<file path="src/logic/print_pkg.sv">
`default_nettype none

package print_pkg;

    // print sequencer states
    typedef enum logic [2:0] {
        IDLE,
        LOAD,
        SEND,
        WAIT_TX,
        ACK
    } print_state_e;

    // opcode decoded from the wishbone word address
    typedef enum logic [1:0] {
        OP_BYTE = 2'd0,   // raw character
        OP_WORD = 2'd1,   // XXXX_XXXX hex dump
        OP_NONE = 2'd2    // unmapped, ack only
    } print_op_e;

    localparam int WORD_CHARS     = 9;    // 8 hex digits plus underscore
    localparam int CHAR_IDX_W     = 4;
    localparam int UNDERSCORE_POS = 4;    // slot between the two half words
    localparam int CNT_W          = 16;   // printed character counter

    localparam logic [7:0] ASCII_ZERO       = 8'h30;
    localparam logic [7:0] ASCII_A          = 8'h41;
    localparam logic [7:0] ASCII_UNDERSCORE = 8'h5F;

endpackage

`default_nettype wire

</file>
<file path="src/logic/uart_pkg.sv">
`default_nettype none

package uart_pkg;

    // short bit time so simulation stays fast
    localparam int CLKS_PER_BIT = 16;
    localparam int TICK_CNT_W   = $clog2(CLKS_PER_BIT);

    // 8N1 frame: start, 8 data bits lsb first, stop
    localparam int FRAME_BITS = 10;
    localparam int BIT_CNT_W  = 4;

endpackage

`default_nettype wire

</file>
<file path="src/logic/print_ctrl_fsm.sv">
`timescale 1ns/1ps
`default_nettype none

module print_ctrl_fsm
    import print_pkg::*;
(
    input  logic                  clk,
    input  logic                  rstn,
    input  logic                  wb_cyc,
    input  logic                  wb_stb,
    input  logic                  wb_we,
    input  logic [1:0]            wb_adr,
    input  logic [31:0]           wb_dat_i,
    output logic [31:0]           wb_dat_o,
    output logic                  wb_ack,
    output logic [31:0]           value,      // latched write data
    output print_op_e             op,         // latched opcode
    output logic [CHAR_IDX_W-1:0] char_idx,   // position within the print
    input  logic [7:0]            char,       // from the character selector
    output logic                  char_vld,
    input  logic                  char_rdy,
    output logic [7:0]            char_data
);

    print_state_e         state;
    print_op_e            op_dec;
    logic [CNT_W-1:0]     char_cnt;
    logic                 last_char;

    // address decode, only meaningful while a cycle is pending
    always_comb begin
        case (wb_adr)
            2'd0:    op_dec = OP_BYTE;
            2'd1:    op_dec = OP_WORD;
            default: op_dec = OP_NONE;
        endcase
    end

    // a byte print is one character, a word print is WORD_CHARS
    assign last_char = (op == OP_BYTE) ||
                       (char_idx == CHAR_IDX_W'(WORD_CHARS - 1));

    always_ff @(posedge clk or negedge rstn) begin
        if (!rstn) begin
            state    <= IDLE;
            op       <= OP_NONE;
            char_idx <= '0;
            char_vld <= 1'b0;
            char_cnt <= '0;
        end else begin
            case (state)
                IDLE: begin
                    if (wb_cyc && wb_stb) begin
                        if (wb_we && op_dec != OP_NONE)
                            state <= LOAD;
                        else
                            state <= ACK;   // reads and unmapped writes
                    end
                end
                LOAD: begin
                    op       <= op_dec;
                    char_idx <= '0;
                    state    <= SEND;
                end
                SEND: begin
                    char_vld <= 1'b1;
                    state    <= WAIT_TX;
                end
                WAIT_TX: begin
                    if (char_rdy) begin             // transfer on this edge
                        char_vld <= 1'b0;
                        char_idx <= char_idx + 1'b1;
                        char_cnt <= char_cnt + 1'b1;
                        state    <= last_char ? ACK : SEND;
                    end
                end
                ACK: begin
                    state <= IDLE;
                end
                default: begin
                    state <= IDLE;
                end
            endcase
        end
    end

    // payload registers
    always_ff @(posedge clk) begin
        if (state == LOAD)
            value <= wb_dat_i;
        if (state == SEND)
            char_data <= char;   // held until the transmitter takes it
    end

    assign wb_ack   = (state == ACK);
    assign wb_dat_o = {{(32 - CNT_W){1'b0}}, char_cnt};

endmodule

`default_nettype wire

</file>
<file path="src/logic/print_char_sel.sv">
`timescale 1ns/1ps
`default_nettype none

module print_char_sel
    import print_pkg::*;
(
    input  logic [31:0]           value,
    input  print_op_e             op,
    input  logic [CHAR_IDX_W-1:0] char_idx,
    output logic [7:0]            char
);

    logic [2:0] nib_sel;    // nibble number, 7 is the top one
    logic [3:0] nibble;
    logic [7:0] hex_char;

    always_comb begin
        // digits before the underscore map 0..3 -> 7..4, after it 5..8 -> 3..0
        if (char_idx < UNDERSCORE_POS)
            nib_sel = 3'(4'd7 - char_idx);
        else
            nib_sel = 3'(4'd8 - char_idx);

        nibble = value[{nib_sel, 2'b00} +: 4];

        if (nibble < 4'd10)
            hex_char = ASCII_ZERO + {4'h0, nibble};
        else
            hex_char = ASCII_A + {4'h0, nibble} - 8'd10;

        case (op)
            OP_BYTE: char = value[7:0];   // printed as is
            OP_WORD: char = (char_idx == UNDERSCORE_POS) ? ASCII_UNDERSCORE : hex_char;
            default: char = 8'h00;
        endcase
    end

endmodule

`default_nettype wire

</file>
<file path="src/logic/baud_timer.sv">
`timescale 1ns/1ps
`default_nettype none

module baud_timer
    import uart_pkg::*;
(
    input  logic clk,
    input  logic rstn,
    input  logic restart,   // frame start, realigns the bit grid
    output logic bit_tick
);

    localparam logic [TICK_CNT_W-1:0] RELOAD = TICK_CNT_W'(CLKS_PER_BIT - 1);

    logic [TICK_CNT_W-1:0] tick_cnt;

    always_ff @(posedge clk or negedge rstn) begin
        if (!rstn)
            tick_cnt <= RELOAD;
        else if (restart || tick_cnt == '0)
            tick_cnt <= RELOAD;              // restart wins over a pending tick
        else
            tick_cnt <= tick_cnt - 1'b1;
    end

    // one cycle pulse, CLKS_PER_BIT cycles after each reload
    assign bit_tick = (tick_cnt == '0);

endmodule

`default_nettype wire

</file>
<file path="src/logic/uart_tx_shift.sv">
`timescale 1ns/1ps
`default_nettype none

module uart_tx_shift
    import uart_pkg::*;
(
    input  logic       clk,
    input  logic       rstn,
    input  logic       char_vld,
    input  logic [7:0] char_data,
    output logic       char_rdy,
    output logic       bit_restart,
    input  logic       bit_tick,
    output logic       tx
);

    logic                  busy;
    logic [FRAME_BITS-1:0] frame;     // bit 0 is on the line
    logic [BIT_CNT_W-1:0]  bit_cnt;   // bits already finished
    logic                  accept;

    assign char_rdy    = !busy;
    assign accept      = char_vld && char_rdy;
    assign bit_restart = accept;

    always_ff @(posedge clk or negedge rstn) begin
        if (!rstn) begin
            busy    <= 1'b0;
            frame   <= '1;   // idle line is high
            bit_cnt <= '0;
        end else if (accept) begin
            busy    <= 1'b1;
            frame   <= {1'b1, char_data, 1'b0};   // stop, data, start
            bit_cnt <= '0;
        end else if (busy && bit_tick) begin
            frame   <= {1'b1, frame[FRAME_BITS-1:1]};   // shift in idle ones
            bit_cnt <= bit_cnt + 1'b1;
            if (bit_cnt == BIT_CNT_W'(FRAME_BITS - 1))
                busy <= 1'b0;   // stop bit done
        end
    end

    assign tx = frame[0];

endmodule

`default_nettype wire

</file>
<file path="src/logic/print_top.sv">
`timescale 1ns/1ps
`default_nettype none

module print_top
    import print_pkg::*;
(
    input  logic        clk,
    input  logic        rstn,
    input  logic        wb_cyc,
    input  logic        wb_stb,
    input  logic        wb_we,
    input  logic [3:2]  wb_adr,
    input  logic [31:0] wb_dat_i,
    output logic [31:0] wb_dat_o,
    output logic        wb_ack,
    output logic        tx
);

    logic [31:0]           value;
    print_op_e             op;
    logic [CHAR_IDX_W-1:0] char_idx;
    logic [7:0]            char;
    logic                  char_vld;
    logic                  char_rdy;
    logic [7:0]            char_data;
    logic                  bit_restart;
    logic                  bit_tick;

    print_ctrl_fsm ctrl_i (
        .clk       (clk),
        .rstn      (rstn),
        .wb_cyc    (wb_cyc),
        .wb_stb    (wb_stb),
        .wb_we     (wb_we),
        .wb_adr    (wb_adr),
        .wb_dat_i  (wb_dat_i),
        .wb_dat_o  (wb_dat_o),
        .wb_ack    (wb_ack),
        .value     (value),
        .op        (op),
        .char_idx  (char_idx),
        .char      (char),
        .char_vld  (char_vld),
        .char_rdy  (char_rdy),
        .char_data (char_data)
    );

    print_char_sel sel_i (
        .value    (value),
        .op       (op),
        .char_idx (char_idx),
        .char     (char)
    );

    baud_timer timer_i (
        .clk      (clk),
        .rstn     (rstn),
        .restart  (bit_restart),
        .bit_tick (bit_tick)
    );

    uart_tx_shift tx_i (
        .clk         (clk),
        .rstn        (rstn),
        .char_vld    (char_vld),
        .char_data   (char_data),
        .char_rdy    (char_rdy),
        .bit_restart (bit_restart),
        .bit_tick    (bit_tick),
        .tx          (tx)
    );

endmodule

`default_nettype wire

</file>
<file path="config.mk">
export PLATFORM = sky130hd
export DESIGN_NAME = print_top
export DESIGN_NICKNAME = d
export VERILOG_FILES = /design/src/logic/print_pkg.sv /design/src/logic/uart_pkg.sv /design/src/logic/print_ctrl_fsm.sv /design/src/logic/print_char_sel.sv /design/src/logic/baud_timer.sv /design/src/logic/uart_tx_shift.sv /design/src/logic/print_top.sv
export SDC_FILE = /design/constraint.sdc
export NUM_CORES = 1
export LEC_CHECK = 0
export BUFFER_PORTS_ARGS = -buffer_cell sky130_fd_sc_hd__buf_4
export CORE_MARGIN = 4
export CORE_UTILIZATION = 40
export CTS_BUF_LIST = sky130_fd_sc_hd__clkbuf_2
export CTS_CLUSTER_DIAMETER = 200
export DETAILED_ROUTE_END_ITERATION = 10
export SKIP_LAST_GASP = 1
export SLEW_MARGIN = 20
export SYNTH_ARGS = -nofsm -noshare
export SYNTH_HDL_FRONTEND = slang
export SYNTH_HIERARCHICAL = 1
export SYNTH_SLANG_ARGS = --single-unit
</file>
<file path="constraint.sdc">
create_clock -name clk -period 8.9 [get_ports clk]
set_clock_uncertainty 0.15 [all_clocks]
set_input_delay 0.445 -clock clk [delete_from_list [all_inputs] [get_ports clk]]
set_output_delay 0.445 -clock clk [all_outputs]
set_load 0.005 [all_outputs]
</file>
# == Word-level counts from Yosys, hierarchy flattened ==
# Cells that the tools add are included.
# word_totals
elab_cells,78
register_bits,85
in_bits,39
output_inout_bits,34
# classes
n_lt_le_gt_ge,2
n_addsub,9
bitwise_logic,1
reduce_logical,20
n_eq_ne,12
n_shift,1
mux,22
# ops
cell,n
32-bit by 6-bit indexed part select with 4-bit output,1
10-bit 2-to-1 mux,2
16-bit by 1-bit adder with 16-bit output (second input constant),1
4-bit 2-to-1 mux,4
8-bit 2-to-1 mux,2
8-bit one-hot mux with 2 select lines,1
3-bit 2-to-1 mux,5
3-bit one-hot mux with 4 select lines,1
2-bit AND reduction,5
4-bit by 1-bit adder with 4-bit output (second input constant),2
7-bit by 4-bit adder with 8-bit output (first input constant),1
4-bit equality test (second input constant),2
4-bit one-hot mux with 2 select lines,1
2-bit nonzero test,4
8-bit by 4-bit subtractor with 8-bit output (second input constant),1
6-bit by 4-bit adder with 7-bit output (first input constant),1
3-bit by 2-bit equality test with 1-bit output (second input constant),2
2-bit by 1-bit equality test with 1-bit output (second input constant),2
4-bit by 3-bit equality test with 1-bit output (second input constant),1
1-bit logical AND,4
2-bit zero test,2
4-bit zero test,1
4-bit by 3-bit less-than comparator with 1-bit output (second input constant),1
4-bit less-than comparator (second input constant),1
other kinds (14),19

# == Logic depth before layout (Yosys ltp) ==
# Gate-level depths: netlist (run 1).
# logic_depth
ltp_word,8
mapped_depth,12
depth_no_buf,11

# == Cells and area by module ==
# The synthesis (run 1) kept the hierarchy.
# modules_own_cells
module,n_inst,seq_area_each_um2,cells_per_inst,area_per_inst_um2
print_ctrl_fsm,1,1853.0,166,2497.4
print_char_sel,1,0.0,123,917.1
uart_tx_shift,1,361.6,74,795.8
baud_timer,1,105.1,16,190.2

# == Least setup slack after synthesis (run 1) ==
# Ideal clock, no wire load.
# synth_path
path_type,register to register
from,register ctrl_i.char_idx[1]
to,"register ctrl_i.char_data[6], data pin"
t_required_ns,8.465
period_less_slack_ns,2.840
n_path_buf,1
setup_time_ns,0.285
path_stages_with_launch,10
path_slack_ns,6.060
arrival_ns,2.405
path_cell_list,dfrtp_1 -> inv_1 -> ha_1 -> clkbuf_1 -> mux4_2 -> a21boi_4 -> ha_1 -> and2b_1 -> o21ai_1 -> a211oi_2
# synth_via
elab_chain_cells,8
word_cells_on_any_way,13
classes_between,5 x add/sub; 2 x order compare; 1 x eq/ne; 1 x shift; 4 x mux
# synth_rtl
item,line_no,source
start: declaration,print_ctrl_fsm.sv:18,"output logic [CHAR_IDX_W-1:0] char_idx,"
start signal: assignment,print_ctrl_fsm.sv:72,char_idx <= char_idx + 1'b1;
4-bit by 3-bit less-than comparator with 1-bit output (tied with other cells),print_char_sel.sv:19,if (char_idx < UNDERSCORE_POS)
3-bit 2-to-1 mux,print_char_sel.sv:19,
32-bit by 6-bit indexed part select with 4-bit output,print_char_sel.sv:24,"nibble = value[{nib_sel, 2'b00} +: 4];"
7-bit by 4-bit adder with 8-bit output,print_char_sel.sv:29,"hex_char = ASCII_A + {4'h0, nibble} - 8'd10;"
8-bit by 4-bit subtractor with 8-bit output,print_char_sel.sv:29,
8-bit 2-to-1 mux,print_char_sel.sv:26,if (nibble < 4'd10)
8-bit 2-to-1 mux *,print_char_sel.sv:33,OP_WORD: char = (char_idx == UNDERSCORE_POS) ? ASCII_UNDERSCORE : hex_char;
8-bit one-hot mux with 2 select lines *,print_char_sel.sv:31,case (op)
named net char[6],print_top.sv:22,logic [7:0] char;
end signal: assignment,print_ctrl_fsm.sv:92,char_data <= char;
end: declaration,print_ctrl_fsm.sv:22,output logic [7:0] char_data
# Mark *: on every way through the listed nets, which the timed path passes. The rest lies on a longest branch.
# A chain may end at the register's enable or synchronous reset.

# == Worst setup path in the final report (run 1) ==
# layout_path
from,register ctrl_i.char_idx[0]
to,"register ctrl_i.char_data[6], data pin"
# Same word-level chain as after synthesis.

==> metrics.md, run 1 <==
| Metric | Value |
|---|---|
| Status | `completed` |
| Tightest Pin Transition | `1010 ps` |
| Initial antenna violation count | `0` |
| Critical path buffers and inverters | `3` |
| Final worst setup slack | `5320 ps` |
| Worst-Skew Late Latency | `530 ps` |
| Leading area contributor after synthesis | `edfxtp_1` |
| CP max stage delay | `approximately 560 ps` |
| Delay-heaviest family, CP | `compound AO/OA/AOI/OAI gates` |
| Final period utilization | `0.402` |
| YS warnings | `6` |
| Final setup viols | `0` |
| DIE HEIGHT | `~110 µm` |
| Post-synth EDFFs | `40` |
| Dpl hpwl | `6130 µm` |
| Power Dens Cells | `198 nW/µm²` |
| Post-Synthesis Cells | `379` |
| Final setup TNS | `0 ps` |
| Avg Vias per Cell | `5.07` |
| Req. time, crit path | `9130 ps` |
| Sequential element share of the synthesized area | `0.527` |
| Synth-to-layout area growth | `22.2%` |
| Cells along the critical path | `buf_4, inv_1, ha_1, o21bai_1, and2_4, a31oi_1, o32ai_4, inv_1, ha_1, and2b_1, o21ai_1, a211oi_2` |
| RSZ-0062 raised after global routing | `no` |
| TritonRoute pass-1 iters | `4` |
| Synthesized area per cell | `between 10 and 15 µm²` |
| Pin count of the biggest net entering global routing | `45` |
| Dpl ws | `5380 ps` |
| GPL Wtd Cong | `0.883` |
| Unique masters post-synth | `64` |
| WP data arrival | `between 3000 and 4000 ps` |
| Worst setup EP type | `register` |
| DRC | `0` |
| Row cnt | `38` |
| Port Buffer Count | `56` |
| Die W | `113 µm` |
| Number of global-route vias before repair | `approximately 3,000` |
| DRT iter0 DRCs | `121` |
| Number of antenna diodes | `0` |
| CP startpoint kind | `register` |
| Vias | `3,115` |
| Leak pwr | `approximately 0.0021 µW` |
| Slew headroom | `0.326` |
| Max-slew violation count | `0` |
| Setup CP Type | `reg2reg` |
| Core area | `10,800 µm²` |
| CTS root buf | `clkbuf_2` |
| FMAX | `0.279 GHz` |
| Slowest CP cell | `ha_1` |
| Initial Util | `0.408` |
| Ys flop type | `edfxtp_1` |
| Final wirelength | `approximately 8900 µm` |
| Top cells by area, synth | `edfxtp_1 (27%), dfrtp_1 (17%), dfstp_2 (8.4%)` |
| Synthesized cell area | `4400 µm²` |
| Grt ovf | `0` |
| Endpoints failing hold | `0` |
| IO Count | `73` |
| Layout Nets | `517` |
| First-pass GRT wire length | `about 15,000 µm` |
| Layout cell share with drive strength beyond 1 | `0.225` |
| Flops & latches, synth | `between 80 and 90` |
| CTS sink cnt | `84` |
| Die area | `12,700 µm²` |
| Worst Path Max Fanout | `33` |
| Max cap viols | `0` |
| H-tree levels | `3` |
| Most common cell after layout, fill and taps aside | `buf_4` |
| Util after Layout | `0.498` |
| Global Route Usage Sum | `0.145` |
| Clock transition at path regs | `between 200 and 250 ps` |
| Post-CTS sizing | `0` |
| Max VDD drop | `0.0000932 V` |
| Tmin final | `3580 ps` |
| CTS tree | `built` |
| Num CTS Buffers | `9` |
| Clock Path Buffers | `2` |
| Tightest Hold Check Type | `in2reg` |
| Post-DRT Antenna Nets | `0` |
| Routed length per instance | `around 14 µm` |
| Synth top area share | `0.273` |
| Commonest cells after routing, fill and taps aside | `buf_4 (59), edfxtp_1 (40), dlygate4sd3_1 (38), dfrtp_1 (30), nand2_1 (25)` |
| Asr flop ratio synth | `0.524` |
-- final cells by class --
class	instances	area, µm²
fillers	961	5410
clock buffers	11	55.1
clock inverters	5	75.1
flip-flops and latches	84	2320
repair buffers	97	823
multi-input cells	264	1880
well taps	140	175
inverters	14	52.6
-- registers in the layout, indices dropped and copies added (netlist names) --
register	count
ctrl_i/value	32
tx_i/busy	1
ctrl_i/state	3
tx_i/bit_cnt	4
ctrl_i/char_vld	1
tx_i/frame	9
ctrl_i/op	2
ctrl_i/char_cnt	16
ctrl_i/char_data	8
timer_i/tick_cnt	4
ctrl_i/char_idx	4
-- kinds of logic after synthesis --
| group | count (synthesis) | share of synthesized area |
|---|---|---|
| adder cells (fa/ha/maj) | 8 | 0.0227 |
| AO/OA/AOI/OAI | 84 | 0.145 |
| other | 1 | 0.000852 |
| flip-flops | 84 | 0.527 |
| buffers and inverters | 46 | 0.0617 |
| multiplexers | 27 | 0.0651 |
| AND/OR/NAND/NOR | 107 | 0.134 |
| XOR/XNOR | 22 | 0.0438 |
-- Yosys cell counts, types with 3 or more instances --
master and n:
inv_1 14, a21oi_1 18, nand3b_1 3, nor2_1 19, nand4_1 7, a211oi_1 13, xnor2_1 17, nor3_1 3
mux2i_1 23, or3_1 8, nand2b_1 6, a211o_1 3, o21ai_0 11, buf_4 18, nor3b_1 4, o22ai_1 7
nand3_1 10, xor2_1 5, ha_1 8, a31oi_1 6, nand2_1 25, and2b_1 8, dfrtp_1 30, dfstp_2 14
mux2_2 3, edfxtp_1 40, buf_2 8
-- worst paths after layout --
| kind | start | endpoint | slack, ps | cells after the start |
|---|---|---|---|---|
| worst min-delay path | wb_cyc | ctrl_i/state[0] | 130 | 5 |
| worst max-delay path | ctrl_i/char_idx[0] | ctrl_i/char_data[6] | 5320 | 12 |
| worst max register to register | ctrl_i/char_idx[0] | ctrl_i/char_data[6] | 5320 | 12 |
| worst min register to register | ctrl_i/char_cnt[15] | ctrl_i/char_cnt[15] | 350 | 1 |
| max in group asynchronous | rstn | ctrl_i/char_cnt[0] | 7940 | 2 |
| min in group asynchronous | rstn | ctrl_i/state[0] | 260 | 2 |
-- per-stage QoR --
stage | instance area, µm² | hold WS (ps) | instances | total power [µW]
floorplan | 4460 | -0.591 | 394 | 775
global placement | 4870 | 313 | 561 | 833
detailed placement | 4870 | 325 | 561 | 839
CTS | 5380 | 74.7 | 615 | 1080
global route | 5380 | 117 | 615 | 1140
finish | 5380 | 132 | 615 | 1060
-- where the power goes --
part           switching, µW  internal (µW)
Clock                    126           94.4
Combinational            144            160
Sequential              58.6            481
Total                    329            735
-- what timing repair did --
action                                 CTS  global route
buffers inserted                         0             0
hold buffers                            38             0
endpoints found under the hold margin   65             0
-- worst register-to-register path, stage by stage (launching register included) --
cell	delay, ps
dfrtp_1	370
buf_4	330
inv_1	210
ha_1	560
o21bai_1	300
and2_4	250
a31oi_1	120
o32ai_4	360
inv_1	80
ha_1	210
and2b_1	210
o21ai_1	70
a211oi_2	230
-- routing by layer --
layer / track usage / vias to the layer above / part of all wire
met3: 0.0364 / 12 / 0.040
met2: 0.229 / 62 / 0.47
met1: 0.195 / 1495 / 0.47
met5: 0 / - / 0
met4: 0.0513 / 0 / 0.018
li1: - / 1546 / -
Note: power is estimated with default switching activity, not from simulation.
==> run 2, diff against run 1 <==
==> constraint.sdc (replaced) <==
create_clock -name clk -period 2.98 [get_ports clk]
set_clock_uncertainty 0.15 [all_clocks]
set_input_delay 0.149 -clock clk [delete_from_list [all_inputs] [get_ports clk]]
set_output_delay 0.149 -clock clk [all_outputs]
set_load 0.005 [all_outputs]
==> metrics.md, run 2 (synthesized netlist as in run 1, its figures left out) <==
| Metric | Value |
|---|---|
| Tightest Hold Check Type | `in2reg` |
| CP startpoint kind | `register` |
| Initial antenna violation count | `0 (unchanged)` |
| Worst setup EP type | `register` |
| Synth-to-layout area growth | `25.8%` |
| DRT iter0 DRCs | `197 (+63%)` |
| Tightest Pin Transition | `820 ps (-188 ps)` |
| GPL Wtd Cong | `0.929 (+5.2%)` |
| NetSw | `1030 µW (+210%)` |
| DRC | `0 (unchanged)` |
| Finished Layout Cells | `629 (+2.3%)` |
| Worst hold start | `wb_dat_i[31]` |
| Clock Path Buffers | `2 (unchanged)` |
| Layout Nets | `531 (+2.7%)` |
| IO Count | `73 (unchanged)` |
| Reg power frac | `0.478 (-0.029)` |
| Req. time, crit path | `3220 ps (-5910 ps)` |
| Max cap viols | `0 (unchanged)` |
| Power share of the combinational group | `0.295 (+0.010)` |
| Setup CP Type | `reg2reg` |
| Layout cell share with drive strength beyond 1 | `0.245 (+0.0201)` |
| Final wirelength | `9380 µm (+5.6%)` |
| Delay-heaviest family, CP | `compound AO/OA/AOI/OAI gates` |
| Num CTS Buffers | `9 (unchanged)` |
| Final Cell Area | `5540 µm² (+2.9%)` |
| Initial Util | `0.408 (unchanged)` |
| Final worst setup slack | `151 ps (-5170 ps)` |
| CTS sink cnt | `84 (unchanged)` |
| CTS tree | `built` |
| Grt ovf | `0 (unchanged)` |
| DIE HEIGHT | `113 µm (unchanged)` |
| Biggest regs | `ctrl_i/value x32, ctrl_i/char_cnt x16, tx_i/frame x9` |
| Tmin final | `2830 ps (-750 ps)` |
| RSZ-0062 raised after global routing | `yes` |
| Number of global-route vias before repair | `3,101 (+3.0%)` |
| Cells along the critical path | `inv_1, ha_1, nand2_1, mux2_2, o311ai_0, o32ai_2, o21ai_2, xnor2_1, a211oi_2` |
| Worst-Skew Late Latency | `550 ps (+20 ps)` |
| Clock transition at path regs | `220 ps (-20 ps)` |
| TritonRoute pass-1 iters | `4 (unchanged)` |
| Pwr Total | `3350 µW (+210%)` |
| Top reg by flops | `ctrl_i/value` |
| Max VDD drop | `0.000283 V (+200%)` |
| Global Route Usage Sum | `0.152 (+0.00697)` |
| Status | `completed` |
| Max-slew violation count | `0 (unchanged)` |
| Largest register FFs | `32 (unchanged)` |
| Routed length per instance | `14.9 µm (+3.2%)` |
| Pin count of the biggest net entering global routing | `31 (-31%)` |
| Post-DRT Antenna Nets | `0 (unchanged)` |
| CP max stage delay | `660 ps (+100 ps)` |
| Power Dens Cells | `605 nW/µm² (+210%)` |
| Slowest CP cell | `o32ai_2` |
| Port Buffer Count | `56 (unchanged)` |
| Leak pwr | `0.00221 µW (+3.6%)` |
| Placed cells | `569 (+1.4%)` |
| Die area | `12,700 µm² (unchanged)` |
| Dpl hpwl | `6410 µm (+4.5%)` |
| Reg-to-Reg Start | `ctrl_i/char_idx[1]` |
| Die W | `113 µm (unchanged)` |
| Number of antenna diodes | `0 (unchanged)` |
| Clock power share | `0.228 (+0.021)` |
| H-tree levels | `3 (unchanged)` |
| Commonest cells after routing, fill and taps aside | `buf_4 (69), dlygate4sd3_1 (41), edfxtp_1 (40), dfrtp_1 (29), nand2_1 (25)` |
| Most common cell after layout, fill and taps aside | `buf_4` |
| Row cnt | `38 (unchanged)` |
| Critical Path Start | `ctrl_i/char_idx[1]` |
| Sw Ratio | `0.308 (-0.000466)` |
| Placed instance area | `4930 µm² (+1.2%)` |
| Pint | `2320 µW (+220%)` |
| WP data arrival | `3070 ps (-740 ps)` |
| First-pass GRT wire length | `15,500 µm (+3.5%)` |
| Final period utilization | `0.949 (+0.547)` |
| Critical path buffers and inverters | `1 (-2)` |
| Avg Vias per Cell | `5.05 (-0.25%)` |
| Final setup viols | `0 (unchanged)` |
| Dpl ws | `134 ps (-5240 ps)` |
| Worst Path Max Fanout | `7 (-79%)` |
| Slew headroom | `0.451 (+0.124)` |
| Vias | `3,178 (+2.0%)` |
| Core area | `10,800 µm² (unchanged)` |
| FMAX | `0.353 GHz (+26%)` |
| CTS root buf | `clkbuf_2` |
| Util after Layout | `0.513 (+0.0145)` |
| Endpoints failing hold | `0 (unchanged)` |
[run 2: worst register-to-register path: cells and delay by family (launching register included)]
kind | cells | cell delay, ps
AO/OA/AOI/OAI | 4 | 1260
XOR/XNOR | 1 | 180
adder cells (fa/ha/maj) | 1 | 230
buffers and inverters | 1 | 90
flip-flops | 1 | 400
multiplexers | 1 | 280
AND/OR/NAND/NOR | 1 | 100
[run 2: final cells by class]
| class | count | area [µm²] |
|---|---|---|
| fill | 941 | 5260 |
| sequential | 84 | 2320 |
| multi-input combinational | 264 | 1880 |
| timing repair buffer | 111 | 948 |
| tap | 140 | 175 |
| clock inverter | 7 | 115 |
| inverter | 14 | 52.6 |
| clock buffer | 9 | 45.0 |
[run 2: repair_timing]
item | CTS | global route
hold buffers | 42 | 0
gates resized for setup | 0 | 1
hold endpoints to repair | 80 | 0
setup endpoints to repair | 0 | 2
setup buffers | 0 | 2
[run 2: worst paths after layout]
check / end / slack (ps) / cells after the start
setup reg to reg: ctrl_i/char_data[0] / 150 / 9
max in group asynchronous: ctrl_i/char_idx[1] / 1890 / 4
hold reg to reg: ctrl_i/char_cnt[15] / 360 / 1
hold / removal: ctrl_i/value[31] / 170 / 2
setup / recovery: ctrl_i/char_data[0] / 150 / 9
min in group asynchronous: tx_i/frame[0] / 560 / 3
[run 2: metrics by stage]
step | TNS (ps) | hold slack, ps
CTS | 0 | 85.8
detailed placement | 0 | 49.5
finish | 0 | 165
floorplan | 0 | -297
global route | -37.3 | 64.0
global placement | 0 | 34.0
[run 2: power by group through the flow]
| stage | clock network [µW] | logic [µW] | registers (µW) |
|---|---|---|---|
| 2_1_floorplan | 0 | 757 | 1560 |
| 3_3_place_gp | 0 | 909 | 1620 |
| 3_5_place_dp | 0 | 925 | 1630 |
| 4_1_cts | 791 | 975 | 1600 |
| 5_1_grt | 847 | 1100 | 1630 |
| 6_report | 764 | 987 | 1600 |
[run 2: metal layers]
metal | share of wire | up-vias | wire length [µm] | GRT usage
li1 | - | 1574 | - | -
met1 | 0.46 | 1499 | 4320 | 0.203
met2 | 0.48 | 85 | 4460 | 0.237
met3 | 0.042 | 20 | 392 | 0.0406
met4 | 0.021 | 0 | 201 | 0.0601
met5 | 0 | - | 0 | 0
==> run 3, diff against run 2 <==
--- a/config.mk
+++ b/config.mk
@@ -5,12 +5,12 @@
 export SDC_FILE = /design/constraint.sdc
 export NUM_CORES = 1
 export LEC_CHECK = 0
-export BUFFER_PORTS_ARGS = -buffer_cell sky130_fd_sc_hd__buf_4
 export CORE_MARGIN = 4
 export CORE_UTILIZATION = 40
 export CTS_BUF_LIST = sky130_fd_sc_hd__clkbuf_2
 export CTS_CLUSTER_DIAMETER = 200
 export DETAILED_ROUTE_END_ITERATION = 10
+export DONT_BUFFER_PORTS = 1
 export SKIP_LAST_GASP = 1
 export SLEW_MARGIN = 20
 export SYNTH_ARGS = -nofsm -noshare
==> constraint.sdc (replaced) <==
create_clock -name clk -period 2.98 [get_ports clk]
set_clock_uncertainty 0.15 [all_clocks]
set_input_delay 0.149 -clock clk [delete_from_list [all_inputs] [get_ports clk]]
set_output_delay 0.149 -clock clk [all_outputs]
set_load 0.02 [all_outputs]
==> metrics.md, run 3 (synthesized netlist as in run 1, its figures left out) <==
| Metric | Value |
|---|---|
| Power Dens Cells | `592 nW/µm² (-2.2%)` |
| TritonRoute pass-1 iters | `4 (unchanged)` |
| Final period utilization | `0.945 (-0.00401)` |
| Slew headroom | `0.426 (-0.0246)` |
| Number of global-route vias before repair | `3,104 (+0.097%)` |
| Req. time, crit path | `3230 ps (about the same)` |
| Grt ovf | `0 (unchanged)` |
| Final Cell Area | `5320 µm² (-3.9%)` |
| Layout cell share with drive strength beyond 1 | `0.144 (-0.101)` |
| Clock power share | `0.181 (-0.047)` |
| Filler cells | `944 (+0.32%)` |
| Worst hold start | `wb_dat_i[14]` |
| Setup slack, reg-to-reg | `160 ps (about the same)` |
| DRC | `0 (unchanged)` |
| CTS sink cnt | `84 (unchanged)` |
| Critical Path Start | `ctrl_i/char_idx[1]` |
| Routed length per instance | `15.9 µm (+7.0%)` |
| Top reg by flops | `ctrl_i/value` |
| Placed instance area | `4520 µm² (-8.2%)` |
| Tightest Hold Check Type | `in2reg` |
| Layout Nets | `499 (-6.0%)` |
| NetSw | `1040 µW (+0.79%)` |
| Vias | `3,096 (-2.6%)` |
| Dpl hpwl | `6270 µm (-2.1%)` |
| CP startpoint kind | `register` |
| Final wirelength | `9520 µm (+1.5%)` |
| Num CTS Buffers | `9 (unchanged)` |
| Max VDD drop | `0.000315 V (+12%)` |
| Largest register FFs | `32 (unchanged)` |
| Worst Path Max Fanout | `10 (+3)` |
| GPL Wtd Cong | `0.880 (-5.3%)` |
| Row cnt | `38 (unchanged)` |
| Reg power frac | `0.514 (+0.036)` |
| Tightest Pin Transition | `857 ps (+36.7 ps)` |
| Leak pwr | `0.00202 µW (-8.6%)` |
| Core area | `10,800 µm² (unchanged)` |
| Final setup viols | `0 (unchanged)` |
| Commonest cells after routing, fill and taps aside | `dlygate4sd3_1 (64), edfxtp_1 (40), dfrtp_1 (29), nand2_1 (25), mux2i_1 (23)` |
| DIE HEIGHT | `113 µm (unchanged)` |
| Port Buffer Count | `0 (-100%)` |
| Max-slew violation count | `0 (unchanged)` |
| Initial antenna violation count | `0 (unchanged)` |
| Avg Vias per Cell | `5.19 (+2.6%)` |
| Placed cells | `515 (-9.5%)` |
| Max cap viols | `0 (unchanged)` |
| CTS root buf | `clkbuf_2` |
| Number of antenna diodes | `0 (unchanged)` |
| Worst setup endpoint | `ctrl_i/char_data[6]` |
| First-pass GRT wire length | `15,400 µm (-0.54%)` |
| Initial Util | `0.408 (unchanged)` |
| Sw Ratio | `0.331 (+0.0224)` |
| CTS tree | `built` |
| DRT iter0 DRCs | `150 (-24%)` |
| Worst reg2reg endpoint | `ctrl_i/char_data[6]` |
| Clock Path Buffers | `2 (unchanged)` |
| FMAX | `0.355 GHz (+0.42%)` |
| Die W | `113 µm (unchanged)` |
| Synth-to-layout area growth | `20.9%` |
| Post-CTS Setup Repair Bufs | `0 (unchanged)` |
| Status | `completed` |
| H-tree levels | `3 (unchanged)` |
| Worst-Skew Late Latency | `560 ps (about the same)` |
| Pin count of the biggest net entering global routing | `31 (unchanged)` |
| Tmin final | `2820 ps (-12.0 ps)` |
| Finished Layout Cells | `597 (-5.1%)` |
| Endpoints failing hold | `0 (unchanged)` |
| Clock transition at path regs | `210 ps (about the same)` |
| Global Route Usage Sum | `0.154 (+0.00134)` |
| Pint | `2110 µW (-9.1%)` |
| Worst setup EP type | `register` |
| Post-DRT Antenna Nets | `0 (unchanged)` |
| Hold slack | `72.5 ps (-92.9 ps)` |
| IO Count | `73 (unchanged)` |
| Reg-to-Reg Start | `ctrl_i/char_idx[1]` |
| Most common cell after layout, fill and taps aside | `dlygate4sd3_1` |
| Die area | `12,700 µm² (unchanged)` |
| RSZ-0062 raised after global routing | `yes` |
| Setup CP Type | `reg2reg` |
| WP data arrival | `3070 ps (about the same)` |
| R2R depth | `10 (+1)` |
| Power share of the combinational group | `0.305 (+0.010)` |
| Biggest regs | `ctrl_i/value x32, ctrl_i/char_cnt x16, tx_i/frame x9` |
-- run 3: cell count changes in the layout (fill, tap and decap cells not counted), moves of 2 or more --
cell / previous run / this run
buf_4: 69 / 13
dlygate4sd3_1: 41 / 64
clkinv_2: 1 / 4
bufinv_16: 3 / 1
-- run 3: how the worst min path moves through the flow --
stage | slack [ps] | depth (start not counted) | end
floorplan | -300 | 0 | ctrl_i/char_cnt[0]
global placement | -290 | 0 | tx_i/bit_cnt[3]
detailed placement | -290 | 0 | tx_i/bit_cnt[3]
CTS | 7 | 1 | ctrl_i/value[1]
global route | 4 | 1 | ctrl_i/value[6]
finish | 70 | 1 | ctrl_i/value[14]
-- run 3: power by group through the flow --
stage	Sequential [µW]	Combinational (µW)	Clock [µW]
2_1_floorplan	1570	771	0
3_3_place_gp	1640	855	0
3_5_place_dp	1640	874	0
4_1_cts	1620	958	597
5_1_grt	1650	1060	651
6_report	1620	960	571
-- run 3: metrics by stage --
step | TNS, ps | setup slack (ps) | util | power (µW)
after floorplan | 0 | 140 | - | 2340
after global placement | 0 | 237 | 0.419 | 2490
after detailed placement | 0 | 160 | 0.419 | 2520
after CTS | 0 | 74.1 | 0.487 | 3180
after global routing | -13.0 | -13.0 | 0.493 | 3360
final | 0 | 163 | 0.493 | 3150
-- run 3: repair_timing --
action                                 CTS  global route
endpoints found under the hold margin   80             6
setup endpoints to repair                0             5
hold buffers                            60             6
gates resized for setup                  0             3
-- run 3: layout make-up --
class	count	area, µm²	area share
sequential	84	2320	0.436
inverter	14	52.6	0.00988
clock inverter	7	57.6	0.0108
multi-input combinational	264	1880	0.354
timing repair buffer	79	786	0.148
clock buffer	9	45.0	0.00846
tap	140	175	0.0329
-- run 3: metal layers --
metal / track usage / wire, µm
met3: 0.0497 / 526
met5: 0 / 0
met4: 0.0521 / 177
met1: 0.191 / 4170
met2: 0.252 / 4650
-- run 3: worst max-delay path, cell delays in order (launching register included) --
cell and delay [ps]:
dfrtp_1 410, buf_4 180, or3b_1 470, o22ai_1 200, a31oi_1 90, o32ai_4 370
inv_1 80, ha_1 210, and2b_1 210, o21ai_1 70, a211oi_2 230
